--- src/hdl/cache_cfg_pkg.sv ---
package cache_cfg_pkg;

    // address and data widths
    localparam int ADDR_W   = 32;
    localparam int WORD_W   = 32;
    localparam int STRB_W   = WORD_W / 8;     // byte strobes per word

    // geometry
    localparam int WORDS    = 4;              // words per line
    localparam int SETS     = 16;
    localparam int WAYS     = 2;
    localparam int LINE_W   = WORDS * WORD_W; // 128 bits per line

    // address split: tag | index | offset
    localparam int OFFSET_W = 4;              // byte offset in line
    localparam int INDEX_W  = 4;
    localparam int TAG_W    = ADDR_W - INDEX_W - OFFSET_W;
    localparam int WSEL_W   = $clog2(WORDS);  // word select inside offset

endpackage

--- src/hdl/data_store.sv ---
module data_store
    import cache_cfg_pkg::*;
(
    input  logic                         clk,
    input  logic [INDEX_W-1:0]           rd_index,
    input  logic [INDEX_W-1:0]           wr_index,
    input  logic                         wr_way,
    input  logic [WORDS-1:0]             word_we,
    input  logic [LINE_W-1:0]            wr_line,
    output logic [WAYS-1:0][LINE_W-1:0]  way_lines
);
    // one word-wide array per way and word lane
    logic [WORD_W-1:0] mem [WAYS][WORDS][SETS];

    always_ff @(posedge clk) begin
        for (int i = 0; i < WORDS; i++) begin
            if (word_we[i]) begin
                mem[wr_way][i][wr_index] <= wr_line[i*WORD_W +: WORD_W];
            end
        end
    end

    // both ways of the set come out together
    always_ff @(posedge clk) begin
        for (int w = 0; w < WAYS; w++) begin
            for (int i = 0; i < WORDS; i++) begin
                way_lines[w][i*WORD_W +: WORD_W] <= mem[w][i][rd_index];
            end
        end
    end

endmodule

--- config.mk ---
export PLATFORM = sky130hd
export DESIGN_NAME = data_store
export DESIGN_NICKNAME = d
export VERILOG_FILES = /design/src/hdl/cache_cfg_pkg.sv /design/src/hdl/data_store.sv
export SDC_FILE = /design/constraint.sdc
export NUM_CORES = 2
export LEC_CHECK = 0
export BUFFER_PORTS_ARGS = -buffer_cell sky130_fd_sc_hd__buf_4
export CAP_MARGIN = 20
export CORE_UTILIZATION = 30
export CTS_CLUSTER_DIAMETER = 30
export DETAILED_ROUTE_END_ITERATION = 8
export PLACE_DENSITY = 0.55
export SLEW_MARGIN = 20
export SYNTH_ARGS = -nofsm -noshare
export SYNTH_HDL_FRONTEND = slang
export SYNTH_SLANG_ARGS = --single-unit
--- constraint.sdc ---
create_clock -name clk -period 7.36 [get_ports clk]
set_clock_uncertainty 0.15 [all_clocks]
set_input_delay 1.472 -clock clk [delete_from_list [all_inputs] [get_ports clk]]
set_output_delay 1.472 -clock clk [all_outputs]
set_load 0.05 [all_outputs]
-- Word level (Yosys, flattened, before mapping)
Memories as Yosys holds them, arrays and structs flattened.
Cells that the tools add are included.
W data, S select, Z words.
- register bits after elaboration: 256
- memory bits (writable): 4096
- input bits: 142
- output and inout bits: 256
- logic and storage cells: 43
- memories kept: 1
- magnitude comparators: 3
- mux-type cells: 34
- bitwise gates (word level): 2
- reduce and logical (&&, ||, !) cells: 1
- memories (name ; depth ; bits a word ; read ports ; clocked after memory_dff ; write ports ; RTL line ; RTL):
    mem ; 2 ; 2048 ; 2 ; 0 ; 1 ; data_store.sv:13 ; logic [WORD_W-1:0] mem [WAYS][WORDS][SETS];
- operators with widths (kind ; count):
    $mux W512 ; 4
    $bmux W32 S4 ; 8
    $mux W32 ; 17
    $demux W32 S4 ; 1
    $ge A5 B5 Y1 const B ; 2
    $not A4 Y5 ; 2
    $lt A5 B1 Y1 const B ; 1
    $mux W1 ; 4
    $logic_and A1 B1 Y1 ; 1

-- Longest topological paths before layout
- depth after elaboration: 6
- gate-level depth with buffers: 8
- depth with buffers taken out: 3

-- Least setup slack after synthesis
No wires, ideal clock.
- kind: input-to-reg
- start: input wr_way
- end: memory mem[0][1120] (netlist name), enable pin
- library setup time: 0.421 ns
- arrival time: 3.341 ns
- required time: 6.789 ns
- path slack: 3.448 ns
- stages: 4
- path buffers: 2
- path through: nand2b_1 clkbuf_1 clkbuf_1 nor2_1
- RTL lines (element ; RTL line ; RTL):
    start, declared ; data_store.sv:7 ; input logic wr_way,
    end, declared ; data_store.sv:13 ;
Straight into the memory's write port.

-- Worst setup path in the final report
- start: register way_lines[201] (netlist name)
- end: output way_lines[201] (netlist name)
- RTL lines (element ; RTL line ; RTL):
    start, declared ; data_store.sv:10 ; output logic [WAYS-1:0][LINE_W-1:0] way_lines
    start signal, assigned by index ; data_store.sv:27 ; way_lines[w][i*WORD_W +: WORD_W] <= mem[w][i][rd_index];
No word-level cell between the ends.

==> metrics.csv <==
metric,value,unit
status,finished clean,
fillers,46900,
Slew @ Worst Pin,1.17,ns
"Cell Chain, Critical Path",buf_4,
total track usage,16.8,%
sequential group share of total power,38.8,%
# IOs,398,
"Largest stage delay, worst path",0.85,ns
Syn Area/Cell,23.4,sq um
Sink Count,4352,
drt first-iter violations,8174,
RSZ-0062 raised after global routing,no,
"EDFF count, synth",4096,
Synth Area in Adders,0,%
area share of and/or/nand/nor cells after synthesis,1.14,%
Clk Tree Root Cell,clkbuf_16,
post-synthesis cell area,159000,sq um
GR Util met2,28.1,%
relative slew slack,21.7,%
Clock Path Buffers,4,
share of cells above drive strength 1,38.4,%
critical path data required time,5.74,ns
largest net degree at the start of global routing,141,
final setup margin,3.48,ns
synthesized net count,6939,
gpl congestion,0.709,
WP buf/inv,1,
HP Class,reg -> reg,
gr busiest metal,met2,
Synth Area in Compound Gates,2.55,%
startpoint types,flip-flop,
gr ovfl total,0,
Post-synth top flop,edfxtp_1,
"CP delay by family, top",flip-flops,
CTS Buf Count,863,
Post-Place Worst Slack,2.65,ns
sequential fraction of the synthesis area,80.4,%
"Reg clk slew, reported paths",0.05,ns
origin of the worst min-delay path,mem[0][1327],
drt first pass iters,5,
Max-Cap Viols,0,
largest fanout on the critical path,1,
CP startpoint,way_lines[201],
internal power,55.8,mW
Tmin final,3.88,ns
leakage power,66.1,nW
Yosys reg bits,4352,
die area,534000,sq um
Synth Area in XOR/XNOR,0,%
row count,267,
IO buf count,397,
Netlist cell types,27,
Core Region,529000,sq um
crit end category,output port,
final WL,457000,um
setup_tns,0,ns
fin. max-slew vios,0,
mux contribution to synthesized area,14.7,%
Initial Utilization,30.1,%
wire per inst,29.1,um
Via density,4.94,
placed insts,14000,
DRC viols,0,
via count,77600,
Final Instance Count excl. Fillers,15700,
antenna violations before repair,56,
Post-synth ARST share,0,%
"Core Util, Final",38.4,%
vias in the first global route,82200,
H-tree levels,6,
die height,731,um
f_max,258,MHz
Max VDD drop,247,uV
Die W,731,um
data arrival time of the worst path,2.26,ns
Synth top area share,77.2,%
final cycle utilization of the critical path,52.7,%
CTS tree,built,
synth top area cells,"edfxtp_1 77%, mux4_2 14%, dfxtp_1 3.2%, a22oi_1 2.1%, mux2_2 0.73%",
met1 usage,22.1,%
PwrDens,353,nW/um^2
FF-to-FF Start,mem[0][276],
total power,71.7,mW
final setup vio count,0,
Crit Path Class,reg -> out,
CTS resizes,0,
Post-CTS Setup Repair Bufs,0,
switching pwr,15.8,mW
Layout area overhead,27.6,%
Detail Route Antenna Nets,0,
Layout Nets,8048,
Yosys top cell by area,edfxtp_1,
Clk pwr share,57.0,%
synth warn,0,
met3 GRT Util,3.61,%
Post-DP HPWL,241000,um
first-pass GRT wire length,634000,um
clock latency on the worst-skew pair,1.08,ns
Crit-path slowest cell,dfxtp_1,
Syn Inst Count,6797,
Gate power share,4.2,%
Sw Ratio,22.1,%
main combinational cell family by area after synthesis,multiplexers,
cts hold-fix bufs,0,
count of final hold-check violations,0,
-- routing by layer --
metal	part of all wire, %	up-vias	routed length, um
met5	0.032	-	148
met4	2.2	26	10200
met3	6.9	696	31500
met2	50	2868	226000
met1	41	42400	189000
li1	-	31600	-
-- final timing paths --
check	to	slack, ns	cells past startpoint
max	way_lines[201]	3.48	1
min	way_lines[47]	0.45	3
max reg2reg	way_lines[116]	5.52	4
min reg2reg	way_lines[47]	0.45	3
-- per-stage QoR --
step	cell area (sq um)	hold slack, ns
2_1_floorplan	159000	0.485
3_3_place_gp	172000	0.492
3_5_place_dp	172000	0.501
4_1_cts	203000	0.456
5_1_grt	203000	0.467
6_report	203000	0.451
-- power by group through the flow --
stage	combinational [mW]	sequential [mW]	clock, mW
floorplan	1.24	28.7	0
global placement	3.00	28.3	0
detailed placement	3.06	28.3	0
CTS	3.07	27.9	41.4
global route	3.19	27.9	42.6
finish	3.00	27.8	40.8
-- final cells by class --
type | count | area, sq um | area share (%)
sequential | 4352 | 128000 | 63.0
multi-input combinational | 2080 | 30300 | 14.9
clock buffer | 984 | 22600 | 11.1
tap | 6994 | 8750 | 4.31
clock inverter | 657 | 8620 | 4.24
timing repair buffer | 609 | 4830 | 2.38
antenna | 15 | 37.5 | 0.0185
-- cells in the mapped netlist (34+ instances only) --
| master | count |
|---|---|
| nand2_1 | 213 |
| clkbuf_1 | 153 |
| buf_4 | 39 |
| edfxtp_1 | 4096 |
| buf_1 | 39 |
| a22oi_1 | 447 |
| dfxtp_1 | 256 |
| buf_2 | 88 |
| mux4_2 | 967 |
| buf_6 | 45 |
| mux2_2 | 103 |
| o221ai_1 | 34 |
| mux2i_1 | 39 |
| nor2_1 | 132 |
| nor2b_1 | 44 |
-- worst register-to-register path, delay by kind of cell (launching register included) --
| kind | cells | cell delay (ns) |
|---|---|---|
| buf+inv | 1 | 0.20 |
| flops | 1 | 0.38 |
| compound gates | 2 | 0.46 |
| mux | 1 | 0.48 |
-- layout by cell type (no fill, tap or decap), types with 82 or more instances in the layout --
master      instances
clkinvlp_4        112
clkinv_4           88
nand2_1           210
clkbuf_16         870
edfxtp_1         4096
mux2_2            103
dfxtp_1           256
a22oi_1           447
mux4_2            967
inv_6              82
buf_4             587
bufinv_16         143
nor2_4            131
clkinv_2          119
-- sequential cells by signal, indices dropped and copies added (netlist names) --
register	flops
mem	4096
way_lines	256
-- kinds of logic after synthesis --
| group | Yosys count |
|---|---|
| mux | 1112 |
| compound gates | 538 |
| buf+inv | 365 |
| flops | 4352 |
| simple gates | 430 |
(Power assumes the default switching activity.)
