--- config.mk ---
export PLATFORM = sky130hd
export DESIGN_NAME = tag_store
export DESIGN_NICKNAME = d
export VERILOG_FILES = /design/src/hdl/cache_cfg_pkg.sv /design/src/hdl/cache_types_pkg.sv /design/src/hdl/tag_store.sv
export SDC_FILE = /design/constraint.sdc
export NUM_CORES = 1
export LEC_CHECK = 0
export BUFFER_PORTS_ARGS = -buffer_cell sky130_fd_sc_hd__buf_2
export CAP_MARGIN = 20
export CORE_MARGIN = 2
export CORE_UTILIZATION = 35
export CTS_CLUSTER_SIZE = 25
export DETAILED_ROUTE_END_ITERATION = 16
export SYNTH_ARGS = -nofsm -noshare
export SYNTH_HDL_FRONTEND = slang
export SYNTH_SLANG_ARGS = --single-unit
--- constraint.sdc ---
create_clock -name clk -period 2.7 [get_ports clk]
set_input_delay 0.135 -clock clk [delete_from_list [all_inputs] [get_ports clk]]
set_output_delay 0.135 -clock clk [all_outputs]
set_load 0.01 [all_outputs]
--- src/hdl/cache_cfg_pkg.sv ---
package cache_cfg_pkg;

    // address and data widths
    localparam int ADDR_W   = 32;
    localparam int WORD_W   = 32;
    localparam int STRB_W   = WORD_W / 8;     // byte strobes per word

    // geometry
    localparam int WORDS    = 4;              // words per line
    localparam int SETS     = 16;
    localparam int WAYS     = 2;
    localparam int LINE_W   = WORDS * WORD_W; // 128 bits per line

    // address split: tag | index | offset
    localparam int OFFSET_W = 4;              // byte offset in line
    localparam int INDEX_W  = 4;
    localparam int TAG_W    = ADDR_W - INDEX_W - OFFSET_W;
    localparam int WSEL_W   = $clog2(WORDS);  // word select inside offset

endpackage

--- src/hdl/cache_types_pkg.sv ---
package cache_types_pkg;
    import cache_cfg_pkg::*;

    typedef enum logic {
        op_read  = 1'b0,
        op_write = 1'b1
    } cpu_op_e;

    typedef enum logic [2:0] {
        st_idle,
        st_lookup,
        st_write_back,
        st_fill_req,
        st_fill_wait,
        st_refill
    } ctrl_state_e;

    // held CPU request, 69 bits
    typedef struct packed {
        logic [ADDR_W-1:0] addr;
        logic [WORD_W-1:0] wdata;
        cpu_op_e           op;
        logic [STRB_W-1:0] wstrb;
    } cpu_req_t;

    // tag lookup result, 29 bits
    typedef struct packed {
        logic             hit;
        logic             hit_way;
        logic             victim_way;
        logic             victim_valid;
        logic             victim_dirty;
        logic [TAG_W-1:0] victim_tag;
    } lookup_t;

    // byte-lane merge of a store into an existing word
    function automatic logic [WORD_W-1:0] merge_bytes(
        input logic [WORD_W-1:0] old_word,
        input logic [WORD_W-1:0] new_word,
        input logic [STRB_W-1:0] strb
    );
        logic [WORD_W-1:0] merged;
        merged = old_word;
        for (int b = 0; b < STRB_W; b++) begin
            if (strb[b]) begin
                merged[b*8 +: 8] = new_word[b*8 +: 8];
            end
        end
        return merged;
    endfunction

endpackage

--- src/hdl/tag_store.sv ---
module tag_store
    import cache_cfg_pkg::*;
    import cache_types_pkg::*;
(
    input  logic               clk,
    input  logic               rst,
    input  logic [INDEX_W-1:0] rd_index,
    input  logic [INDEX_W-1:0] wr_index,
    input  logic [TAG_W-1:0]   wr_tag,
    input  logic               wr_way,
    input  logic               tag_we,
    input  logic               dirty_set,
    input  logic               lru_touch,
    input  logic               touch_way,
    input  logic [TAG_W-1:0]   cmp_tag,
    output lookup_t            lookup
);
    logic [TAG_W-1:0] tag_mem [WAYS][SETS];
    logic [WAYS-1:0]  valid_q [SETS];
    logic [WAYS-1:0]  dirty_q [SETS];
    logic [SETS-1:0]  lru_q;              // holds the way to evict next

    logic [TAG_W-1:0] rd_tag [WAYS];
    logic [WAYS-1:0]  rd_valid;
    logic [WAYS-1:0]  rd_dirty;
    logic             rd_lru;
    logic [WAYS-1:0]  hit_vec;
    logic             vway;

    // tag array, no reset
    always_ff @(posedge clk) begin
        if (tag_we) begin
            tag_mem[wr_way][wr_index] <= wr_tag;
        end
        for (int w = 0; w < WAYS; w++) begin
            rd_tag[w] <= tag_mem[w][rd_index];
        end
    end

    always_ff @(posedge clk) begin
        if (rst) begin
            for (int s = 0; s < SETS; s++) begin
                valid_q[s] <= '0;
                dirty_q[s] <= '0;
            end
            lru_q    <= '0;                 // every set points at way 0
            rd_valid <= '0;
            rd_dirty <= '0;
            rd_lru   <= 1'b0;
        end else begin
            if (tag_we) begin
                valid_q[wr_index][wr_way] <= 1'b1;
                dirty_q[wr_index][wr_way] <= dirty_set;
            end
            if (lru_touch) begin
                lru_q[wr_index] <= ~touch_way;  // other way becomes victim
            end
            rd_valid <= valid_q[rd_index];
            rd_dirty <= dirty_q[rd_index];
            rd_lru   <= lru_q[rd_index];
        end
    end

    always_comb begin
        for (int w = 0; w < WAYS; w++) begin
            hit_vec[w] = rd_valid[w] && (rd_tag[w] == cmp_tag);
        end
        if (!rd_valid[0]) begin             // empty way first, way 0 preferred
            vway = 1'b0;
        end else if (!rd_valid[1]) begin
            vway = 1'b1;
        end else begin
            vway = rd_lru;
        end
        lookup.hit          = |hit_vec;
        lookup.hit_way      = hit_vec[1];
        lookup.victim_way   = vway;
        lookup.victim_valid = rd_valid[vway];
        lookup.victim_dirty = rd_dirty[vway];
        lookup.victim_tag   = rd_tag[vway];
    end

endmodule

Word level (Yosys, flattened, before mapping)
Memories as Yosys holds them, arrays and structs flattened. A register that Yosys moved wholly into a read port is not among the register bits.
Index checks and enable logic that the tools add are counted.
- memories kept: 4
- output and inout port bits: 29
- register bits: 17
- bits of input ports: 63
- word-level logic and storage cells: 61
- RAM bits: 880
- muxes and demuxes: 33
- eq/ne operators: 2
- $lt $le $gt $ge: 9
- bitwise operators: 3
- reductions and logical operators: 8
- memory list (name ; depth ; bits a word ; read ports ; clocked after Yosys merged registers in ; wr ports ; RTL line ; source):
    tag_mem ; 2 ; 384 ; 2 ; 0 ; 1 ; tag_store.sv:18 ; logic [TAG_W-1:0] tag_mem [WAYS][SETS];
    rd_tag ; 2 ; 24 ; 3 ; 0 ; 2 ; tag_store.sv:23 ; logic [TAG_W-1:0] rd_tag [WAYS];
    dirty_q ; 16 ; 2 ; 1 ; 1 ; 16 ; tag_store.sv:20 ; logic [WAYS-1:0] dirty_q [SETS];
    valid_q ; 16 ; 2 ; 1 ; 1 ; 16 ; tag_store.sv:19 ; logic [WAYS-1:0] valid_q [SETS];
- operators by type and width (cell ; number):
    384-bit 2-to-1 mux ; 1
    24-bit binary-select mux with 4-bit select ; 2
    24-bit 2-to-1 mux ; 5
    24-bit demux with 4-bit select ; 1
    24-bit equality test ; 2
    16-bit bitwise mux ; 1
    1-bit 2-to-1 mux ; 13
    5-bit >= comparator, second input constant ; 2
    4-bit by 5-bit less-than comparator with 1-bit output, second input constant ; 2
    2-bit 2-to-1 mux ; 5
    4-bit inverter with 5-bit output ; 2
    4-bit 2-to-1 mux ; 2
    2-bit OR reduction ; 3
    1-bit logical AND ; 5
    5-bit by 1-bit less-than comparator with 1-bit output, second input constant ; 1
    1-bit binary-select mux with 4-bit select ; 1
    1-bit demux with 4-bit select ; 1
    4-bit by 1-bit >= comparator with 1-bit output, second input constant ; 1
    1-bit by 2-bit less-than comparator with 1-bit output, second input constant ; 2
    1-bit demux with 1-bit select ; 1
    1-bit >= comparator, second input constant ; 1
    1-bit inverter ; 1

Longest topological paths before layout
- depth after elaboration: 7
- gate-level depth with buffers: 8
- mapped depth without buffers: 6

Least setup slack after synthesis
Ideal clock, no wire load.
- kind: input to register
- start point: in wr_index[0]
- end point: mem dirty_q[9][1], enable pin
- data arrival time: 2042 ps
- stages: 5
- setup time: 296 ps
- setup slack: 363 ps
- path buffers: 1
- cell sequence: clkbuf_1 nor2b_1 nand3_1 nor2_1 or2_1
- RTL lines (item ; RTL line ; source):
    start: declaration ; tag_store.sv:8 ; input logic [INDEX_W-1:0] wr_index,
    end: declaration ; tag_store.sv:20 ;

==> out/results.ini <==
[outcome]
status=finished clean

[global_route]
grt_pass1_wl_mm=122
first_global_vias=17300
grt_max_degree=57
grt_use_total_pct=16.7
grt-ovfl-total=0
antenna_found_initial=5

[clocking]
cts.sink_count=901
cts_made_buffers=91
clockBufferDepth=3
tritoncts=built
clkLatencyLatePin_ns=0.65
post_cts_buffers=0
cts.root.buffer_cell=clkbuf_16
cts.clk_slew.worst_paths_ns=0.06
htree_levels=3

[floorplan]
die_w_um=318
row_count=115
initial_core_util_pct=35.2
ios=92
dieArea_um2=101000
die-height_um=318
coreArea_um2=98100

[sta]
finalSetupTns_ns=0
max_freq_mhz=389
finalSetupViolations=0
worst_slew_pin_slew_ns=0.866
max_slew_margin_pct=42.1
post-route-period-util_pct=95.2
fin_crit_ns=2.57
finalMaxSlewViolations=0
hold_viol=0
rsz0062_at_grt=no
clock_skew_ns=0.0310

[detailed_routing]
vias_per_cell=5.25
drc_errors=0
dr.pass1.iters=6
wl_mm=85.1
highest_layer=met5
wl_met3_mm=6.70
drt_iter0_drc=1633
wl_met2_mm=39.6
vias=17000
met1Wirelength_mm=37.3
wl_per_cell_um=26.3
ant_nets=0

[logic_synthesis]
mappedNetlistArea_um2=34500
synth_enable_flop_cells=800
ys_types=30
async_flop_share_pct=0
syn_inst=1664
synth_seq_cells=901
syn_nets=1727
seq_area_frac_synth_pct=75.5
ys.flop_type=edfxtp_1
synth_warnings=0
syn_area_per_cell_um2=20.7

[final_layout]
fin_util_pct=41.4
syn2layout_area_growth_pct=17.8
drive_above_1_share_pct=31.2
mostFrequentLayoutCells=800 x edfxtp_1, 260 x mux4_2, 114 x nor2_1
layout.nets=1927
layout_commonest_cell=edfxtp_1

[placed_design]
dp_hpwl_mm=49.8
port-buffer-count=91
place_congestion=0.838

[setup_path]
cp_max_fo=2
start_kind=flop
r2r_cells=2
crit_arrival_ns=2.43
reg2reg_to=rd_tag[1][19]
critical_path_class=reg2out
rrSetupSlack_ns=1.16
required_ns=2.57
endpoint_kind=output port
r2r_start=tag_mem[1][187]

[power_and_ir_drop]
ir_drop_uv=456
power_density_nw_per_um2=742
power_leakage_nw=13.1
fin_total_pwr_mw=30.2

[min_path]
worstHoldEndpoint=tag_mem[1][266]
hp-start=wr_tag[2]
whs_path_depth=1
hold_class=in2reg

[job]
maxCapViolCount=0

-- per-layer routing --
metal | global-route usage (%) | up-vias
li1 | - | 7127
met4 | 4.01 | 2
met5 | 0 | -
met3 | 3.34 | 99
met2 | 25.8 | 649
met1 | 24.5 | 9095
-- worst max-delay path, stage by stage (launching register included) --
cell	delay [ns]
dfxtp_1	0.48
xor2_1	0.17
nor4_1	0.29
nand4_1	0.16
nor4_2	0.34
a41o_1	0.19
buf_2	0.15
-- area by class of cell --
type / instances / area [um^2]
Inverter: 15 / 56.3
Tap cell: 1287 / 1610
Clock buffer: 121 / 2510
Clock inverter: 49 / 623
Sequential cell: 901 / 26000
Fill cell: 8531 / 57500
Multi-Input combinational cell: 663 / 8100
Antenna cell: 5 / 12.5
Timing Repair Buffer: 192 / 1700
-- where the power goes --
part           total (mW)  internal (mW)  leakage (nW)  switching (mW)
logic                1.57          0.710          3.53           0.865
registers            15.6           15.4          8.06           0.207
clock network        12.9           7.66          1.52            5.29
total                30.2           23.8          13.1            6.36
-- flip-flops by register name (all words and copies together) (netlist names) --
signal,count
rd_valid,2
rd_dirty,2
lru_q,16
rd_tag,48
tag_mem,768
valid_q,32
rd_lru,1
dirty_q,32
-- through the flow --
step	setup slack [ns]	cells	hold slack, ns	area (um^2)
6_report	0.130	3233	0.0259	40700
5_1_grt	0.0442	3229	0.0321	40700
4_1_cts	0.0454	3228	0.00162	40600
3_5_place_dp	0.581	3032	0.453	37200
3_3_place_gp	0.603	3032	0.444	37200
2_1_floorplan	0.363	1664	0.231	34500
-- how the worst max path moves through the flow --
stage / start / to / cells past startpoint
after global placement: rd_index[0] / rd_tag[0][18] / 5
after floorplan: wr_index[0] / dirty_q[9][1] / 5
final: rd_tag[1][2] / lookup[28] / 6
after detailed placement: rd_index[0] / rd_tag[0][18] / 5
after CTS: rd_tag[1][2] / lookup[28] / 6
after global routing: rd_tag[0][19] / lookup[28] / 6
-- synth_stat cells, drive strengths merged, types with 6 or more instances --
library cell | count | area [um^2]
nand3 | 7 | 35.0
nor2 | 133 | 499
nor3 | 21 | 105
xor2 | 28 | 245
edfxtp | 800 | 24000
or2 | 22 | 138
mux2i | 10 | 100
a211oi | 15 | 113
nand2 | 97 | 364
buf | 33 | 277
clkbuf | 52 | 195
dfxtp | 101 | 2020
xnor2 | 20 | 175
nand2b | 20 | 125
inv | 15 | 56.3
mux4 | 260 | 5860
nand4 | 6 | 37.5
nor4 | 7 | 43.8
-- logic make-up after synthesis --
group / synth area share, %
AOI/OAI and AO/OA: 0.489
xor gates and xnor gates: 1.22
buffers and inverters: 1.53
DFF: 75.5
muxes: 17.3
and+or+nand+nor: 4.05
-- what timing repair did --
| item | CTS | global route |
|---|---|---|
| hold buffers | 26 | 0 |
| hold endpoints to repair | 637 | 0 |
| gates resized for setup | 0 | 1 |
| setup endpoints to repair | 0 | 1 |
Note: power is estimated with default switching activity, not from simulation.
