<file path="config.mk">
export PLATFORM = sky130hd
export DESIGN_NAME = dcache_ctrl
export DESIGN_NICKNAME = d
export VERILOG_FILES = /design/src/hdl/cache_cfg_pkg.sv /design/src/hdl/cache_types_pkg.sv /design/src/hdl/dcache_ctrl.sv
export SDC_FILE = /design/constraint.sdc
export NUM_CORES = 1
export LEC_CHECK = 0
export ABC_CLOCK_PERIOD_IN_PS = 4250
export BUFFER_PORTS_ARGS = -buffer_cell sky130_fd_sc_hd__buf_4
export CORE_AREA = 8 8 327 329
export CTS_BUF_LIST = sky130_fd_sc_hd__clkbuf_4
export DETAILED_ROUTE_END_ITERATION = 7
export DIE_AREA = 0 0 335 337
export GPL_ROUTABILITY_DRIVEN = 0
export PLACE_DENSITY = 0.37
export SLEW_MARGIN = 40
export SYNTH_ARGS = -nofsm -noshare
export SYNTH_HDL_FRONTEND = slang
export SYNTH_SLANG_ARGS = --single-unit
</file>
<file path="constraint.sdc">
create_clock -name clk -period 4.25 [get_ports clk]
set_clock_uncertainty 0.1 [all_clocks]
set_input_delay 0.6375 -clock clk [delete_from_list [all_inputs] [get_ports clk]]
set_output_delay 0.6375 -clock clk [all_outputs]
set_load 0.02 [all_outputs]
</file>
<file path="src/hdl/cache_cfg_pkg.sv">
package cache_cfg_pkg;

    // address and data widths
    localparam int ADDR_W   = 32;
    localparam int WORD_W   = 32;
    localparam int STRB_W   = WORD_W / 8;     // byte strobes per word

    // geometry
    localparam int WORDS    = 4;              // words per line
    localparam int SETS     = 16;
    localparam int WAYS     = 2;
    localparam int LINE_W   = WORDS * WORD_W; // 128 bits per line

    // address split: tag | index | offset
    localparam int OFFSET_W = 4;              // byte offset in line
    localparam int INDEX_W  = 4;
    localparam int TAG_W    = ADDR_W - INDEX_W - OFFSET_W;
    localparam int WSEL_W   = $clog2(WORDS);  // word select inside offset

endpackage

</file>
<file path="src/hdl/cache_types_pkg.sv">
package cache_types_pkg;
    import cache_cfg_pkg::*;

    typedef enum logic {
        op_read  = 1'b0,
        op_write = 1'b1
    } cpu_op_e;

    typedef enum logic [2:0] {
        st_idle,
        st_lookup,
        st_write_back,
        st_fill_req,
        st_fill_wait,
        st_refill
    } ctrl_state_e;

    // held CPU request, 69 bits
    typedef struct packed {
        logic [ADDR_W-1:0] addr;
        logic [WORD_W-1:0] wdata;
        cpu_op_e           op;
        logic [STRB_W-1:0] wstrb;
    } cpu_req_t;

    // tag lookup result, 29 bits
    typedef struct packed {
        logic             hit;
        logic             hit_way;
        logic             victim_way;
        logic             victim_valid;
        logic             victim_dirty;
        logic [TAG_W-1:0] victim_tag;
    } lookup_t;

    // byte-lane merge of a store into an existing word
    function automatic logic [WORD_W-1:0] merge_bytes(
        input logic [WORD_W-1:0] old_word,
        input logic [WORD_W-1:0] new_word,
        input logic [STRB_W-1:0] strb
    );
        logic [WORD_W-1:0] merged;
        merged = old_word;
        for (int b = 0; b < STRB_W; b++) begin
            if (strb[b]) begin
                merged[b*8 +: 8] = new_word[b*8 +: 8];
            end
        end
        return merged;
    endfunction

endpackage

</file>
<file path="src/hdl/dcache_ctrl.sv">
module dcache_ctrl
    import cache_cfg_pkg::*;
    import cache_types_pkg::*;
(
    input  logic                        clk,
    input  logic                        rst,
    input  logic                        valid,
    input  cpu_req_t                    req,
    input  lookup_t                     lookup,
    input  logic [WAYS-1:0][LINE_W-1:0] way_lines,
    input  logic [LINE_W-1:0]           fill_line,
    input  logic                        fill_done,
    input  logic                        wb_done,
    input  logic                        r_rdy,
    output logic                        req_take,
    output logic                        tag_we,
    output logic                        dirty_set,
    output logic                        lru_touch,
    output logic                        touch_way,
    output logic                        wr_way,
    output logic [WORDS-1:0]            word_we,
    output logic [LINE_W-1:0]           wr_line,
    output logic                        wb_load,
    output logic [LINE_W-1:0]           victim_line,
    output logic [ADDR_W-1:0]           victim_addr,
    output logic                        r_req,
    output logic [ADDR_W-1:0]           r_addr,
    output logic                        r_data_ready,
    output logic                        data_valid,
    output logic [WORD_W-1:0]           rdata
);
    ctrl_state_e        state_q;
    ctrl_state_e        state_d;
    logic               vway_q;             // way picked for the refill
    logic [WSEL_W-1:0]  wsel;
    logic [INDEX_W-1:0] index;
    logic [TAG_W-1:0]   tag;
    logic               is_store;
    logic               miss;
    logic [LINE_W-1:0]  hit_line;
    logic [WORD_W-1:0]  hit_word;
    logic [WORD_W-1:0]  fill_word;
    logic [WORD_W-1:0]  st_word;

    assign wsel     = req.addr[OFFSET_W-1 -: WSEL_W];
    assign index    = req.addr[OFFSET_W +: INDEX_W];
    assign tag      = req.addr[ADDR_W-1 -: TAG_W];
    assign is_store = (req.op == op_write);

    // data side, selected by the tag result
    assign hit_line  = way_lines[lookup.hit_way];
    assign hit_word  = hit_line[wsel*WORD_W +: WORD_W];
    assign fill_word = fill_line[wsel*WORD_W +: WORD_W];
    assign st_word   = merge_bytes(hit_word, req.wdata, req.wstrb);

    assign miss        = (state_q == st_lookup) && !lookup.hit;
    assign wb_load     = miss && lookup.victim_valid && lookup.victim_dirty;
    assign victim_line = way_lines[lookup.victim_way];
    assign victim_addr = {lookup.victim_tag, index, {OFFSET_W{1'b0}}};

    assign req_take     = (state_q == st_idle) && valid;
    assign r_req        = (state_q == st_fill_req);
    assign r_addr       = {tag, index, {OFFSET_W{1'b0}}};  // line aligned
    assign r_data_ready = (state_q == st_fill_wait);

    assign wr_way    = (state_q == st_refill) ? vway_q : lookup.hit_way;
    assign touch_way = wr_way;
    assign rdata     = (state_q == st_refill) ? fill_word : hit_word;

    // array writes and the CPU answer
    always_comb begin
        tag_we     = 1'b0;
        dirty_set  = 1'b0;
        lru_touch  = 1'b0;
        word_we    = '0;
        wr_line    = fill_line;
        data_valid = 1'b0;
        case (state_q)
            st_lookup: begin
                if (lookup.hit) begin
                    data_valid = 1'b1;
                    lru_touch  = 1'b1;
                    if (is_store) begin         // store hit, one word
                        tag_we        = 1'b1;
                        dirty_set     = 1'b1;
                        word_we[wsel] = 1'b1;
                        wr_line       = {WORDS{st_word}};
                    end
                end
            end
            st_refill: begin
                data_valid = 1'b1;
                lru_touch  = 1'b1;
                tag_we     = 1'b1;
                dirty_set  = is_store;          // merged store makes it dirty
                word_we    = '1;
            end
            default: begin
            end
        endcase
    end

    always_comb begin
        state_d = state_q;
        case (state_q)
            st_idle:       if (valid) state_d = st_lookup;
            st_lookup: begin
                if (lookup.hit) begin
                    state_d = st_idle;
                end else if (wb_load) begin
                    state_d = st_write_back;
                end else begin
                    state_d = st_fill_req;
                end
            end
            st_write_back: if (wb_done) state_d = st_fill_req;
            st_fill_req:   if (r_rdy) state_d = st_fill_wait;
            st_fill_wait:  if (fill_done) state_d = st_refill;
            st_refill:     state_d = st_idle;
            default:       state_d = st_idle;
        endcase
    end

    always_ff @(posedge clk) begin
        if (rst) begin
            state_q <= st_idle;
            vway_q  <= 1'b0;
        end else begin
            state_q <= state_d;
            if (miss) begin
                vway_q <= lookup.victim_way;
            end
        end
    end

endmodule

</file>
### Word-level counts from Yosys, hierarchy flattened

Cells that the tools add are included.

| word-level totals | value |
|---|---|
| register bits | 4 |
| logic and storage cells | 56 |

| cells by class | value |
|---|---|
| reductions and logical operators | 8 |
| $lt $le $gt $ge | 4 |
| eq/ne operators | 9 |
| shift operators | 2 |
| mux-type cells | 31 |

Operator list:

| cell | number |
|---|---|
| 2-to-1 mux 128 bit | 7 |
| indexed part select 128 x 8 -> 32 bit | 2 |
| 2-to-1 mux 32 bit | 1 |
| 2-to-1 mux 8 bit | 4 |
| one-hot mux 3 bit (5 select lines) | 1 |
| 2-to-1 mux 3 bit | 4 |
| 2-to-1 mux 4 bit | 2 |
| inequality test 2 bit (second input constant) | 4 |
| one-hot mux 4 bit (2 select lines) | 1 |
| equality test 3 x 2 -> 1 bit (second input constant) | 2 |
| equality test 3 bit (second input constant) | 2 |
| 2-to-1 mux 1 bit | 6 |
| one-hot mux 1 bit (2 select lines) | 3 |
| logical AND 1 bit | 5 |
| less-than comparator 1 x 2 -> 1 bit (second input constant) | 2 |
| AND reduction 4 bit | 1 |
| equality test 3 x 1 -> 1 bit (second input constant) | 1 |
| logical NOT 3 bit | 1 |
| less-than comparator 2 x 3 -> 1 bit (second input constant) | 1 |
| demux 1 bit (select 2 bit) | 1 |
| greater-or-equal comparator 2 x 1 -> 1 bit (second input constant) | 1 |
| 2-to-1 mux 2 bit | 1 |
| logical NOT 1 bit | 1 |

### Logic depth before layout (Yosys ltp)

| depth | value |
|---|---|
| depth in word-level cells | 7 |
| depth in mapped cells | 8 |
| mapped depth without buffers | 4 |

### Worst setup path before layout

Ideal clock, no wire load.

| timing path | value |
|---|---|
| kind | in2out |
| from | in req[40] in the netlist's numbering |
| to | out rdata[23] |
| arrival | 1,989 ps |
| buffers on the path | 3 |
| slack | 1,524 ps |
| stages | 7 |
| path through | buf_4 or2_2 clkbuf_1 buf_2 o22ai_1 nor2_1 a21oi_1 |

| on the way | value |
|---|---|
| cells in the longest elaborated chain, start to end | 2 |
| elaborated cells between the ends (all ways) | 3 |
| classes of those cells | shift: 2; mux: 1 |

RTL lines:

| item | RTL line | RTL |
|---|---|---|
| start, declared | dcache_ctrl.sv:8 | `input cpu_req_t req,` |
| indexed part select 128 x 8 -> 32 bit (on tied branches) | dcache_ctrl.sv:52, dcache_ctrl.sv:53 |  |
| 2-to-1 mux 32 bit (*) | dcache_ctrl.sv:68 | `assign rdata = (state_q == st_refill) ? fill_word : hit_word;` |
| end, declared | dcache_ctrl.sv:30 | `output logic [WORD_W-1:0] rdata` |

Every way passes the cells marked *; elsewhere a longest branch is shown, timed or not.

### Final worst setup path

| timing path | value |
|---|---|
| from | in req[39] in the netlist's numbering |
| to | out wr_line[24] |

| on the way | value |
|---|---|
| cells in the longest elaborated chain, start to end | 5 |

RTL lines:

| item | RTL line | RTL |
|---|---|---|
| indexed part select 128 x 8 -> 32 bit | dcache_ctrl.sv:52 | `assign hit_word = hit_line[wsel*WORD_W +: WORD_W];` |
| 2-to-1 mux 8 bit | cache_types_pkg.sv:45 | `if (strb[b]) begin` |
| 2-to-1 mux 128 bit | dcache_ctrl.sv:83 | `if (is_store) begin` |
| 2-to-1 mux 128 bit | dcache_ctrl.sv:80 | `if (lookup.hit) begin` |
| 2-to-1 mux 128 bit | dcache_ctrl.sv:78 | `case (state_q)` |
| end, declared | dcache_ctrl.sv:22 | `output logic [LINE_W-1:0] wr_line,` |

No other way between the ends.

==> impl_metrics.toml <==
[timing]
finalHoldViolCount = 0
max_slew_margin_pct = 45.3
finalSetupViolCount = 0
fin_ws_ns = 0.553
finalSetupTns_ns = 0
post-route-min-period_ns = 3.70
worst_pin_slew_ns = 0.814
post-route-period-util_pct = 87.0
finalMaxSlewViolations = 0
rsz0062_at_grt = "false"
fmax_mhz = 270

[power]
p_switching_mw = 1.14
power.total_mw = 2.10
intPower_uw = 959
ir_worst_vdd_mv = 0.0664
powerDensity_nw_per_um2 = 150
switching_share_pct = 54.3
p_comb_share_pct = 94.9
p_leak_nw = 6.54
pwr-share-clk_pct = 2.9
power_frac_seq_pct = 2.3

[cells_and_area]
final_cells = 3010
drive_above_1_share_pct = 58.2
seq_area_um2 = 83.8
fill_cells = 11900
areaGrowthSynthToFinish_pct = 95.6
fin_area_um2 = 13900
multi_input_area_um2 = 6160
final_nets = 2120

[place]
dp.cells = 2995
place_area_um2 = 13900
port_buffers = 735
dpl_worst_slack_ns = 0.433
hpwl_mm = 75.3

[worst_setup_path]
r2r_slack_ns = 2.19
r2r-start = "state_q[2]"
worstPathRequired_ns = 3.51
reg2reg_to = "state_q[0]"
cp-end-kind = "output port"
cp_max_fo = 18
r2r_cells = 6
cp-start-kind = "input port"
critical_path_class = "input port to output port"
worstPathArrival_ns = 2.96

[min_path]
hold_path_class = "flop to flop"
holdPathEnd = "vway_q"
min_path_cells = 2
min_from = "vway_q"

[grt]
grt_max_degree = 48
gr-total-overflow = 0
grt_pass1_wl_mm = 107
antenna_found_initial = 25
grt_pass1_vias = 11300
gr-usage-all-layers_pct = 13.9

[yosys]
ys_seq_elements = 4
synth_cell_type_count = 29
synth_area_um2 = 7130
avgSynthCellArea_um2 = 7.11
ys_warn_count = 0
syn_inst = 1003
yosysSeqAreaShare_pct = 1.12

[clock_tree]
cts-root-buf = "clkbuf_4"
clock_path_buffers = 2
cts_made_buffers = 3
clk_latency_ns = 0.24
cts_resized = 0
postCtsSetupBuffers = 0
path_clk_slew_ns = 0.05
cts_tree = "done"
cts.sinks = 4
htreeDepth = 1
hold_buffers = 0

[route]
final_antenna_net_count = 0
route.detailed.drc = 0
vias = 10600
vias_per_cell = 3.54
routed_wirelength_mm = 84.6
drt_iter0_drc = 643
drt_first_pass_iters = 5
routedWlPerCell_um = 28.1

[die]
dieWidth_um = 335
initial_core_util_pct = 7.04
ios = 854
row_count = 117
die_h_um = 337
core-area_um2 = 101000
dieArea_um2 = 113000

[status]
outcome = "complete, no violations"

[flow_run]
cap_viol_max_count = 0
## power groups by stage
stage,sequential [mW],combinational (mW),clock (mW)
5_1_grt,0.0484,2.11,0.0690
2_1_floorplan,0.0415,0.978,0
3_5_place_dp,0.0483,2.03,0
3_3_place_gp,0.0487,2.03,0
4_1_cts,0.0476,2.03,0.0629
6_report,0.0474,1.99,0.0602
## synth_stat cells
cell         n  area (µm²)
mux2_2     129        1450
buf_1        3        11.3
and2_1       2        12.5
clkbuf_2     1        5.00
buf_4       82         616
nand4b_4     1        23.8
nand2_1    169         634
a2111oi_0    1        8.76
or3_1        1        6.26
or2_1        1        6.26
and3_1       1        6.26
mux4_2      32         721
buf_6        9         101
nor2_1      73         274
buf_2       14        70.1
or2_2        1        6.26
o311ai_1     2        17.5
conb_1       1        3.75
nand3b_1     1        7.51
o21ai_1     10        50.1
nor3_1      36         180
a21oi_1    158         791
o21ai_0     25         125
nor4b_1      2        17.5
o22ai_1     64         400
mux2i_1    130        1300
nand2b_1     5        31.3
dfxtp_1      4        80.1
clkbuf_1    45         169
## critical path, cell delays in order
cell and delay, ns:
buf_4 0.33, or2_4 0.53, buf_4 0.32, o22ai_1 0.12, o21ai_0 0.47, nand2_1 0.25, buf_4 0.23
## worst max-delay path by stage
stage | startpoint | to | slack (ns) | cells past startpoint
4_1_cts | req[39] | wr_line[89] | 0.43 | 7
5_1_grt | req[39] | wr_line[24] | 0.38 | 7
3_3_place_gp | req[39] | wr_line[25] | 0.17 | 7
2_1_floorplan | req[40] | rdata[23] | 1.52 | 7
6_report | req[39] | wr_line[24] | 0.55 | 7
3_5_place_dp | req[39] | wr_line[89] | 0.43 | 7
## cells in the final DEF, fill, tap and decap left out, drive strengths merged
cell,count
a21oi,158
nor3,36
clkbuf,4
or2,2
nand2,169
or3,1
diode,11
and2,2
nor4b,2
a2111oi,1
mux2i,130
buf,771
nand2b,5
o21ai,35
mux4,32
and3,1
nand4b,1
o311ai,2
conb,8
nand3b,1
o22ai,64
dfxtp,4
nor2,73
mux2,129
## cells by family (layout without fill, tap and decap cells)
family          Yosys count  count (layout)  synth area share [%]
other cells               1              19                0.0526
simple gates            293             293                  16.9
compound gates          260             260                  19.5
buf+inv                 154             775                  13.6
flops                     4               4                  1.12
mux                     291             291                  48.7
## state kept, by name, summed over array words and instances, names as in the netlist
signal,count
vway_q,1
state_q,3
## through the flow
| step | hold slack, ns | utilization, % |
|---|---|---|
| detailed placement | 0.387 | 13.7 |
| global route | 0.460 | 13.7 |
| floorplan | 0.356 | - |
| finish | 0.401 | 13.8 |
| CTS | 0.403 | 13.7 |
| global placement | 0.377 | 13.7 |
## cell type report
type                    instances  area share, %
clock buffers                   4          0.215
diodes                         11          0.197
multi-input cells             852           44.1
repair buffers                771           42.6
well taps                    1368           12.3
flip-flops and latches          4          0.601
## routing by layer
layer  vias up  wire, µm  track usage (%)
li1       4881         -                -
met3        63      6970             4.70
met4        12      1050             1.86
met1      5113     36300             17.4
met2       573     40200             23.6
met5         -        76                0
Note: power is estimated with default switching activity, not from simulation.
