## config.mk

```make
export PLATFORM = sky130hd
export DESIGN_NAME = line_fill_buf
export DESIGN_NICKNAME = d
export VERILOG_FILES = /design/src/hdl/cache_cfg_pkg.sv /design/src/hdl/cache_types_pkg.sv /design/src/hdl/line_fill_buf.sv
export SDC_FILE = /design/constraint.sdc
export NUM_CORES = 1
export LEC_CHECK = 0
export BUFFER_PORTS_ARGS = -buffer_cell sky130_fd_sc_hd__buf_2
export CORE_MARGIN = 4
export CORE_UTILIZATION = 44
export CTS_CLUSTER_DIAMETER = 80
export DETAILED_ROUTE_END_ITERATION = 8
export PLACE_DENSITY_LB_ADDON = 0.08
export SYNTH_ARGS = -nofsm -noshare
export SYNTH_HDL_FRONTEND = slang
export SYNTH_SLANG_ARGS = --single-unit
```

## constraint.sdc

```tcl
create_clock -name clk -period 2.11 [get_ports clk]
set_clock_uncertainty 0.05 [all_clocks]
set_input_delay 0.211 -clock clk [delete_from_list [all_inputs] [get_ports clk]]
set_output_delay 0.211 -clock clk [all_outputs]
set_load 0.005 [all_outputs]
```

## src/hdl/cache_cfg_pkg.sv

```systemverilog
package cache_cfg_pkg;

    // address and data widths
    localparam int ADDR_W   = 32;
    localparam int WORD_W   = 32;
    localparam int STRB_W   = WORD_W / 8;     // byte strobes per word

    // geometry
    localparam int WORDS    = 4;              // words per line
    localparam int SETS     = 16;
    localparam int WAYS     = 2;
    localparam int LINE_W   = WORDS * WORD_W; // 128 bits per line

    // address split: tag | index | offset
    localparam int OFFSET_W = 4;              // byte offset in line
    localparam int INDEX_W  = 4;
    localparam int TAG_W    = ADDR_W - INDEX_W - OFFSET_W;
    localparam int WSEL_W   = $clog2(WORDS);  // word select inside offset

endpackage

```

## src/hdl/cache_types_pkg.sv

```systemverilog
package cache_types_pkg;
    import cache_cfg_pkg::*;

    typedef enum logic {
        op_read  = 1'b0,
        op_write = 1'b1
    } cpu_op_e;

    typedef enum logic [2:0] {
        st_idle,
        st_lookup,
        st_write_back,
        st_fill_req,
        st_fill_wait,
        st_refill
    } ctrl_state_e;

    // held CPU request, 69 bits
    typedef struct packed {
        logic [ADDR_W-1:0] addr;
        logic [WORD_W-1:0] wdata;
        cpu_op_e           op;
        logic [STRB_W-1:0] wstrb;
    } cpu_req_t;

    // tag lookup result, 29 bits
    typedef struct packed {
        logic             hit;
        logic             hit_way;
        logic             victim_way;
        logic             victim_valid;
        logic             victim_dirty;
        logic [TAG_W-1:0] victim_tag;
    } lookup_t;

    // byte-lane merge of a store into an existing word
    function automatic logic [WORD_W-1:0] merge_bytes(
        input logic [WORD_W-1:0] old_word,
        input logic [WORD_W-1:0] new_word,
        input logic [STRB_W-1:0] strb
    );
        logic [WORD_W-1:0] merged;
        merged = old_word;
        for (int b = 0; b < STRB_W; b++) begin
            if (strb[b]) begin
                merged[b*8 +: 8] = new_word[b*8 +: 8];
            end
        end
        return merged;
    endfunction

endpackage

```

## src/hdl/line_fill_buf.sv

```systemverilog
module line_fill_buf
    import cache_cfg_pkg::*;
    import cache_types_pkg::*;
(
    input  logic              clk,
    input  logic              rst,
    input  logic              ret_valid,
    input  logic              ret_last,
    input  logic [WORD_W-1:0] r_data,
    input  cpu_req_t          req,
    output logic [LINE_W-1:0] fill_line,
    output logic              fill_done
);
    logic [WSEL_W-1:0] beat_q;              // next word slot
    logic              merge_here;
    logic [WORD_W-1:0] beat_word;

    // a pending store lands on its own word as that beat arrives
    assign merge_here = (req.op == op_write)
                        && (beat_q == req.addr[OFFSET_W-1 -: WSEL_W]);
    assign beat_word  = merge_here ? merge_bytes(r_data, req.wdata, req.wstrb)
                                   : r_data;
    assign fill_done  = ret_valid && ret_last;

    always_ff @(posedge clk) begin
        if (rst) begin
            beat_q <= '0;
        end else if (ret_valid) begin
            beat_q <= ret_last ? '0 : beat_q + 1'b1;
        end
    end

    always_ff @(posedge clk) begin
        if (ret_valid) begin
            fill_line[beat_q*WORD_W +: WORD_W] <= beat_word;
        end
    end

endmodule

```

## After elaboration in Yosys (flattened, before gate mapping)

Index checks and enable logic that the tools add are counted.

| word-level totals | value |
|---|---|
| bits in latches | 0 |
| flip-flop bits (word level) | 130 |
| memory bits (read-only) | 0 |
| RAM bits | 0 |
| memories kept | 0 |
| logic and storage cells | 16 |

| cells by class | value |
|---|---|
| muxes and demuxes | 7 |
| equal/unequal tests | 1 |
| shift operators | 2 |
| order comparisons | 0 |
| reduce and logical (&&, ||, !) cells | 2 |
| add/sub/neg operators | 2 |
| bitwise operators | 0 |
| multipliers | 0 |
| divide/modulo/power cells | 0 |

Operator list:

| kind | count |
|---|---|
| bitwise mux 128 bit | 1 |
| variable shift 32 x 34 -> 128 bit, first input constant | 1 |
| indexed part select 32 x 34 -> 128 bit | 1 |
| negation 7 -> 34 bit | 1 |
| two-way mux 32 bit | 1 |
| two-way mux 8 bit | 4 |
| adder 2 x 1 -> 2 bit, second input constant | 1 |
| equality test 2 bit | 1 |
| logical AND 1 bit | 2 |
| two-way mux 2 bit | 1 |

## Depth between registers and ports, before layout

Gate-level depths: netlist of run 1.

| depth | value |
|---|---|
| depth after elaboration | 5 |
| mapped depth | 6 |

## Least setup slack after synthesis of run 1

No wires, ideal clock.

| timing path | value |
|---|---|
| path type | reg2reg |
| from | register, netlist name beat_q[0] |
| to | register fill_line[64], enable pin |
| path buffers | 1 |
| cell stages (with the launch flop) | 5 |
| library setup time | 0.392 ns |
| slack | 0.136 ns |
| data arrival time | 1.532 ns |
| path through | dfxtp_1 > buf_4 > inv_1 > ha_1 > and2_1 |

RTL lines:

| item | line | text |
|---|---|---|
| end signal, assigned by index | line_fill_buf.sv:35 | `fill_line[beat_q*WORD_W +: WORD_W] <= beat_word;` |
| end, declared | line_fill_buf.sv:11 | `output logic [LINE_W-1:0] fill_line,` |

## Worst setup path after layout of run 1

| timing path | value |
|---|---|
| from | register beat_q[0] |
| to | register fill_line[43] (data pin) |

| on the way | value |
|---|---|
| longest elaborated chain between the ends | 5 |
| elaborated cells between the ends (all ways) | 7 |

RTL lines:

| item | line | text |
|---|---|---|
| start, declared | line_fill_buf.sv:14 | `logic [WSEL_W-1:0] beat_q;` |
| start signal, assigned | line_fill_buf.sv:29 | `beat_q <= ret_last ? '0 : beat_q + 1'b1;` |
| branches (longest 4 deep; another with negation 7 -> 34 bit) | n/a |  |
| bitwise mux 128 bit (*) | line_fill_buf.sv:35 |  |

Mark *: on every way between the ends.
A chain may end at the register's enable or synchronous reset.

==> flow_summary.yaml, run 1 <==
drt:
  drc_errors: 0
  ant_nets: 0
  dr.pass1.iters: 6
  drt_iter0_drc: 387
  wl_per_cell_um: 24.2
  wl_um: 18900
  routed_via_density: 5.70
  vias: 4460
pwr:
  p_per_area_mw_per_mm2: 791
  switching_share: 0.232
  clkPwrFrac: 0.400
  ir_drop_mv: 0.544
  intPower_mw: 4.63
  seqPwrFrac: 0.490
  combPwrFrac: 0.110
  p_leak_nw: 2.93
  p_sw_mw: 1.40
yosys:
  syn-cell-area_mm2: 0.00566
  syn_nets: 496
  seq_area_frac_synth: 0.686
  synth_area_per_cell_um2: 14.7
  yosysWarningCount: 0
  synth_cell_types: 23
  synth_seq_cells: 130
  syn_inst: 386
timing:
  rsz0062_at_grt: "no"
  drv_slew: 0
  setup_viol: 0
  finalCritPeriodShare: 0.956
  tns_ns: 0
  period_minus_slack_ns: 2.02
  relSlewSlack: 0.484
  worst_slew_pin_slew_ns: 0.775
  hold_viol_final: 0
  max_freq_mhz: 496
layout:
  syn_to_final_growth_pct: 34.9
  finalNetCount: 712
  multiInputGateArea_mm2: 0.00182
  antenna_cells: 0
  regArea_mm2: 0.00388
  nFillCells: 1063
  drive_gt1_frac: 0.426
  finish.utilization: 0.605
  final_cell_area_mm2: 0.00763
  final_cell_count_no_fill: 782
floorplan:
  die_y_um: 121
  coreArea_mm2: 0.0126
  rows: 41
  boundaryPins: 234
  die_x_um: 121
  dieArea_mm2: 0.0147
  start_util: 0.449
flow_run:
  maxCapViolCount: 0
min_path:
  hold_path_class: "in2reg"
global_route:
  first_global_vias: 4597
  grt_pass1_wl_um: 27600
  grt_max_degree: 28
  antenna_found_initial: 1
  overflow: 0
  grt_usage: 0.260
outcome:
  status: "finished, final reports clean"
clocking:
  clk_pin_slew_ns: 0.05
  numCtsBuffers: 17
  clock_latency_ns: 0.41
  cts_max_path_buffers: 2
  root_buffer: "clkbuf_16"
  htree_levels: 4
  clock-sinks: 130
  cts_tree: "done"
worst_setup_path:
  startpoint_type: "flip-flop"
  worstPathRequired_ns: 2.29
  cp_max_fo: 20
  end_kind: "flip-flop"
  arrival_ns: 2.20
  path_class: "reg2reg"
  reg2reg_setup_slack_ns: 0.09
placed_design:
  place_area_mm2: 0.00704
  port_buffers: 203
  place_inst: 750
  dp_hpwl_um: 11600
  place_congestion: 0.844
[per-layer routing]
| metal | vias up | track usage | wire length (um) | part of all wire |
|---|---|---|---|---|
| met1 | 2166 | 0.331 | 7560 | 0.40 |
| met5 | - | 0 | 11 | 0.00058 |
| met2 | 263 | 0.412 | 9110 | 0.48 |
| met4 | 2 | 0.116 | 440 | 0.023 |
| li1 | 1986 | - | - | - |
| met3 | 43 | 0.0765 | 1780 | 0.094 |
[layout by cell type, fill, tap and decap left out, types with 2 or more instances in the layout]
cell type,instances
nand2_1,5
o31ai_1,32
buf_12,4
ha_1,3
clkinv_1,2
buf_2,203
xor2_4,4
edfxtp_1,128
and2_1,4
a21boi_0,127
clkbuf_1,7
nor3b_2,2
buf_4,15
xnor2_4,2
and2_2,4
nor2_1,2
clkbuf_16,17
nand4_1,32
[worst paths after layout]
check                  from             to  cells after the start
hold reg to reg   beat_q[0]      beat_q[0]                      3
setup reg to reg  beat_q[0]  fill_line[43]                      6
hold / removal     ret_last      beat_q[1]                      3
setup / recovery  beat_q[0]  fill_line[43]                      6
[metrics by stage]
stage                     total power [mW]  setup WS [ns]  hold slack, ns
after floorplan                       3.28          0.136           0.233
after global placement                3.61        -0.0148           0.350
after detailed placement              3.62         -0.113           0.351
after CTS                             6.05         0.0625          0.0961
after global routing                  6.23        0.00562           0.126
final                                 6.04         0.0927           0.109
[final cells by class]
cell class              instances  share of cell area
repair buffers                224               0.162
multi-input cells             227               0.239
well taps                     172              0.0282
clock inverters                 3             0.00164
flip-flops and latches        130               0.509
inverters                       2             0.00148
clock buffers                  24              0.0592
[critical path, cell delays in order (launching register included)]
cell and delay (ns):
dfxtp_1 0.35, buf_12 0.18, clkinvlp_4 0.16, ha_4 0.32, nor3b_4 0.28, buf_8 0.23
a21boi_0 0.24
[cell families after synthesis]
logic type	share of synthesized area
compound gates	0.213
flops	0.686
simple gates	0.0559
buf+inv	0.0243
fa+ha+maj	0.0111
xor+xnor	0.00752
mux	0.00177
[Yosys cell counts (all sizes together)]
library cell  number  share of area
clkbuf            14         0.0093
nor3               1        0.00088
dfxtp              2         0.0071
o31ai             32          0.042
edfxtp           128           0.68
buf               16          0.014
nand4             32          0.035
xor2               2         0.0031
ha                 5          0.011
xnor2              2         0.0044
nor3b              3         0.0040
and2               9         0.0099
nor2               2         0.0013
nor2b              1         0.0011
a21boi           128           0.17
mux2i              1         0.0018
inv                2         0.0013
nand2              5         0.0033
o22ai              1         0.0011
[timing repair]
action | in CTS | in global routing
cloned | 3 | 0
setup buffers | 0 | 1
setup endpoints to repair | 126 | 77
hold buffers | 1 | 0
resized for setup | 8 | 3
endpoints found under the hold margin | 2 | 0
pin swaps | 3 | 0
[power by group through the flow]
stage | Combinational [mW] | Sequential, mW | Clock, mW
3_5_place_dp | 0.609 | 3.01 | 0
4_1_cts | 0.657 | 2.96 | 2.44
6_report | 0.663 | 2.96 | 2.41
2_1_floorplan | 0.261 | 3.02 | 0
5_1_grt | 0.708 | 2.97 | 2.55
3_3_place_gp | 0.599 | 3.01 | 0
[flip-flops by register name, indices dropped and copies added (netlist names)]
| register | cells |
|---|---|
| beat_q | 2 |
| fill_line | 128 |
(Power assumes the default switching activity.)
==> run 2, diff against run 1 <==
Settings changed: MAX_ROUTING_LAYER from default to met4, SLEW_MARGIN from default to 20.
==> flow_summary.yaml, run 2 (synthesis results as in run 1) <==
timing:
  hold_viol_final: 0
  finalCritPeriodShare: 0.952
  worst_slew_pin_slew_ns: 0.757
  relSlewSlack: 0.495
  tns_ns: 0
  drv_slew: 0
  period_minus_slack_ns: 2.01
  setup_viol: 0
  timing.hold.ws_ns: 0.111
  max_freq_mhz: 498
layout:
  layout_common_cells: "203 x buf_2, 128 x a21boi_0, 128 x edfxtp_1"
  nFillCells: 1062
  multiInputGateArea_mm2: 0.00182
  drive_gt1_frac: 0.426
  regArea_mm2: 0.00388
  final_cell_count_no_fill: 783
  syn_to_final_growth_pct: 34.9
  largest_register: "fill_line"
  reg.largest.list: "fill_line: 128 flops, beat_q: 2 flops"
  final_common_cell: "buf_2"
  finalNetCount: 712
  finish.utilization: 0.605
  largest_register_ff_count: 128
global_route:
  overflow: 0
  first_global_vias: 4606
  grt_pass1_wl_um: 27500
  grt_max_degree: 28
  antenna_found_initial: 1
  grt_usage: 0.268
min_path:
  min_from: "ret_last"
  hold_path_class: "in2reg"
  holdPathStages: 3
  min_delay_worst_endpoint: "beat_q[1]"
drt:
  wl_per_cell_um: 24.1
  dr.pass1.iters: 7
  drt_iter0_drc: 400
  ant_nets: 0
  vias: 4473
  drc_errors: 0
  routed_via_density: 5.71
  wl_um: 18900
floorplan:
  die_x_um: 121
  start_util: 0.449
  rows: 41
  dieArea_mm2: 0.0147
  coreArea_mm2: 0.0126
  boundaryPins: 234
  die_y_um: 121
clocking:
  numCtsBuffers: 17
  root_buffer: "clkbuf_16"
  htree_levels: 4
  cts_max_path_buffers: 2
  clk_pin_slew_ns: 0.05
  cts_tree: "done"
  clock_latency_ns: 0.41
  clock-sinks: 130
pwr:
  p_per_area_mw_per_mm2: 791
  ir_drop_mv: 0.545
  p_leak_nw: 2.93
worst_setup_path:
  rr_worst_depth: 6
  path_class: "reg2reg"
  reg2reg_setup_slack_ns: 0.10
  rr_startpoint: "beat_q[0]"
  startpoint: "beat_q[0]"
  r2r_end: "fill_line[42]"
  startpoint_type: "flip-flop"
  end_kind: "flip-flop"
  cp_max_fo: 20
  arrival_ns: 2.19
  worstPathRequired_ns: 2.29
placed_design:
  port_buffers: 203
  place_inst: 750
  place_congestion: 0.858
  dp_hpwl_um: 11600
outcome:
  status: "finished, final reports clean"
flow_run:
  maxCapViolCount: 0
run 2: changes by cell type in the layout (fill, tap and decap cells not counted), sizes merged:
| cell | previous run | this run |
|---|---|---|
| diode | 0 | 1 |
run 2: area by class of cell:
cell class	count	area share
Antenna cell	1	0.000328
Clock buffer	24	0.0592
Clock inverter	3	0.00164
Inverter	2	0.00147
Multi-Input combinational cell	227	0.239
Sequential cell	130	0.509
Tap cell	172	0.0282
Timing Repair Buffer	224	0.162
run 2: worst max path at each step:
stage                          to  slack (ns)  cells after the start
detailed placement  fill_line[82]       -0.11                      4
global route         fill_line[8]      -0.001                      6
floorplan           fill_line[64]        0.14                      4
global placement    fill_line[82]       -0.01                      4
CTS                 fill_line[18]        0.06                      6
finish              fill_line[42]        0.10                      6
run 2: stage by stage:
| stage | worst slack, ns | area, um^2 | power [mW] |
|---|---|---|---|
| global placement | -0.0148 | 7040 | 3.61 |
| detailed placement | -0.113 | 7040 | 3.62 |
| finish | 0.102 | 7640 | 6.04 |
| floorplan | 0.136 | 5660 | 3.28 |
| global route | -0.00104 | 7640 | 6.23 |
| CTS | 0.0625 | 7620 | 6.05 |
run 2: critical path, stage by stage (launching register included):
cell        delay (ns)
dfxtp_1           0.35
buf_12            0.19
clkinvlp_4        0.16
ha_4              0.32
nor3b_4           0.28
buf_8             0.23
a21boi_0          0.24
run 2: per-layer routing:
layer / up-vias / GRT usage / share of wire
met2: 259 / 0.415 / 0.49
met5: - / - / 0
met1: 2193 / 0.335 / 0.40
met4: 0 / 0.113 / 0.022
met3: 36 / 0.0709 / 0.087
li1: 1985 / - / -
run 2: what timing repair did:
action,4_1_cts,5_1_grt
gates cloned,3,0
resized for setup,8,2
hold endpoints to repair,2,0
endpoints found under the setup margin,126,77
pin swaps,3,0
buffers inserted,0,1
hold buffers,1,0
run 2: where the power goes:
group | leakage (nW) | switching, mW | internal [mW]
registers | 1.29 | 0.0256 | 2.93
logic | 1.41 | 0.415 | 0.247
clock network | 0.225 | 0.964 | 1.45
total | 2.93 | 1.41 | 4.63
==> run 3, diff against run 2 <==
==> constraint.sdc (replaced) <==
create_clock -name clk -period 2.11 [get_ports clk]
set_clock_uncertainty 0.05 [all_clocks]
set_input_delay 0 -clock clk [delete_from_list [all_inputs] [get_ports clk]]
set_output_delay 0 -clock clk [all_outputs]
set_load 0.1 [all_outputs]
==> flow_summary.yaml, run 3 (synthesis results as in run 1) <==
outcome:
  status: "finished, final reports clean"
pwr:
  p_sw_mw: 2.18
  finalPower_mw: 7.27
  switching_share: 0.300
  seqPwrFrac: 0.406
  p_leak_nw: 3.21
  p_per_area_mw_per_mm2: 880
  intPower_mw: 5.09
  combPwrFrac: 0.186
  clkPwrFrac: 0.408
  ir_drop_mv: 0.464
layout:
  drive_gt1_frac: 0.406
  largest_register: "fill_line"
  final_common_cell: "buf_2"
  antenna_cells: 0
  largest_register_ff_count: 128
  nFillCells: 984
  layout_common_cells: "203 x buf_2, 128 x edfxtp_1, 119 x a21boi_0"
  reg.largest.list: "fill_line: 128 flops, beat_q: 2 flops"
  finalNetCount: 762
  syn_to_final_growth_pct: 46.1
drt:
  dr.pass1.iters: 5
  ant_nets: 0
  wl_per_cell_um: 22.8
  vias: 4652
  drc_errors: 0
  wl_um: 19100
  routed_via_density: 5.56
  drt_iter0_drc: 372
global_route:
  grt_usage: 0.266
  grt_pass1_wl_um: 27800
  overflow: 0
  grt_max_degree: 33
  antenna_found_initial: 0
  first_global_vias: 4766
placed_design:
  place_congestion: 0.851
  dp_hpwl_um: 11600
  port_buffers: 203
timing:
  finalCritPeriodShare: 0.992
  drv_slew: 0
  max_freq_mhz: 478
  relSlewSlack: 0.487
  tns_ns: 0
  worst_slew_pin_slew_ns: 0.770
  period_minus_slack_ns: 2.09
  setup_viol: 0
  hold_viol_final: 0
  timing.hold.ws_ns: 0.000578
  rsz0062_at_grt: "yes"
worst_setup_path:
  startpoint_type: "flip-flop"
  path_class: "reg2reg"
  end_kind: "flip-flop"
  arrival_ns: 2.40
  worstPathRequired_ns: 2.42
  cp_max_fo: 11
clocking:
  cts_max_path_buffers: 2
  clock-sinks: 130
  cts_tree: "done"
  numCtsBuffers: 17
  clock_latency_ns: 0.41
  clk_pin_slew_ns: 0.06
  root_buffer: "clkbuf_16"
  htree_levels: 4
min_path:
  hold_path_class: "in2reg"
flow_run:
  maxCapViolCount: 0
floorplan:
  rows: 41
  dieArea_mm2: 0.0147
  boundaryPins: 234
  die_x_um: 121
  coreArea_mm2: 0.0126
  start_util: 0.449
  die_y_um: 121
==> run 3: changes by cell type in the layout (fill, tap and decap cells not counted), sizes merged, moves of 2 or more <==
cell	before	now
clkinvlp	1	3
dlygate4sd3	1	52
inv	1	3
clkinv	3	7
clkbuf	24	18
bufinv	0	3
==> run 3: critical path, stage by stage (launching register included) <==
cell           delay [ns]
dfxtp_1              0.36
buf_12               0.19
inv_1                0.16
ha_2                 0.42
nand2_1              0.07
o22ai_1              0.09
nor2b_1              0.15
dlygate4sd3_1        0.55
==> run 3: path summary, 6_finish.rpt <==
path,from,endpoint,slack (ns),cells past startpoint
worst max-delay path,beat_q[0],beat_q[1],0.02,7
worst min-delay path,req[21],fill_line[48],0.0006,3
worst max register to register,beat_q[0],beat_q[1],0.02,7
worst min register to register,beat_q[0],fill_line[80],1.03,4
==> run 3: timing repair <==
item	in CTS	in global routing
hold buffers	52	0
pin swaps	3	0
cloned	2	0
buffers inserted	0	0
hold endpoints to repair	92	0
setup endpoints to repair	42	90
gates resized for setup	4	18
==> run 3: cell type report <==
type	instances	area [um^2]	share of cell area
Sequential cell	130	3880	0.470
Tap cell	172	215	0.0260
Multi-Input combinational cell	226	1790	0.217
Clock buffer	18	429	0.0519
Clock inverter	14	164	0.0198
Inverter	2	7.51	0.000908
Timing Repair Buffer	275	1780	0.215
==> run 3: power by group through the flow <==
stage	logic, mW	clock network, mW	registers, mW
global placement	1.22	0	3.01
global route	1.40	3.10	2.96
detailed placement	1.22	0	3.01
finish	1.35	2.96	2.96
CTS	1.33	2.99	2.96
floorplan	0.268	0	3.64
==> run 3: per-layer routing <==
layer,vias up,track usage,part of all wire
met5,-,-,0
met4,0,0.0987,0.024
met3,39,0.0611,0.082
met2,252,0.427,0.49
met1,2274,0.331,0.41
li1,2087,-,-
==> run 3: per-stage QoR <==
step | worst slack, ns | utilization | std cells | area [um^2]
6_report | 0.0164 | 0.655 | 837 | 8270
5_1_grt | -0.0645 | 0.655 | 837 | 8270
4_1_cts | -0.00544 | 0.650 | 836 | 8210
2_1_floorplan | 0.136 | - | 386 | 5660
3_3_place_gp | 0.0154 | 0.558 | 750 | 7040
3_5_place_dp | -0.0587 | 0.558 | 750 | 7040
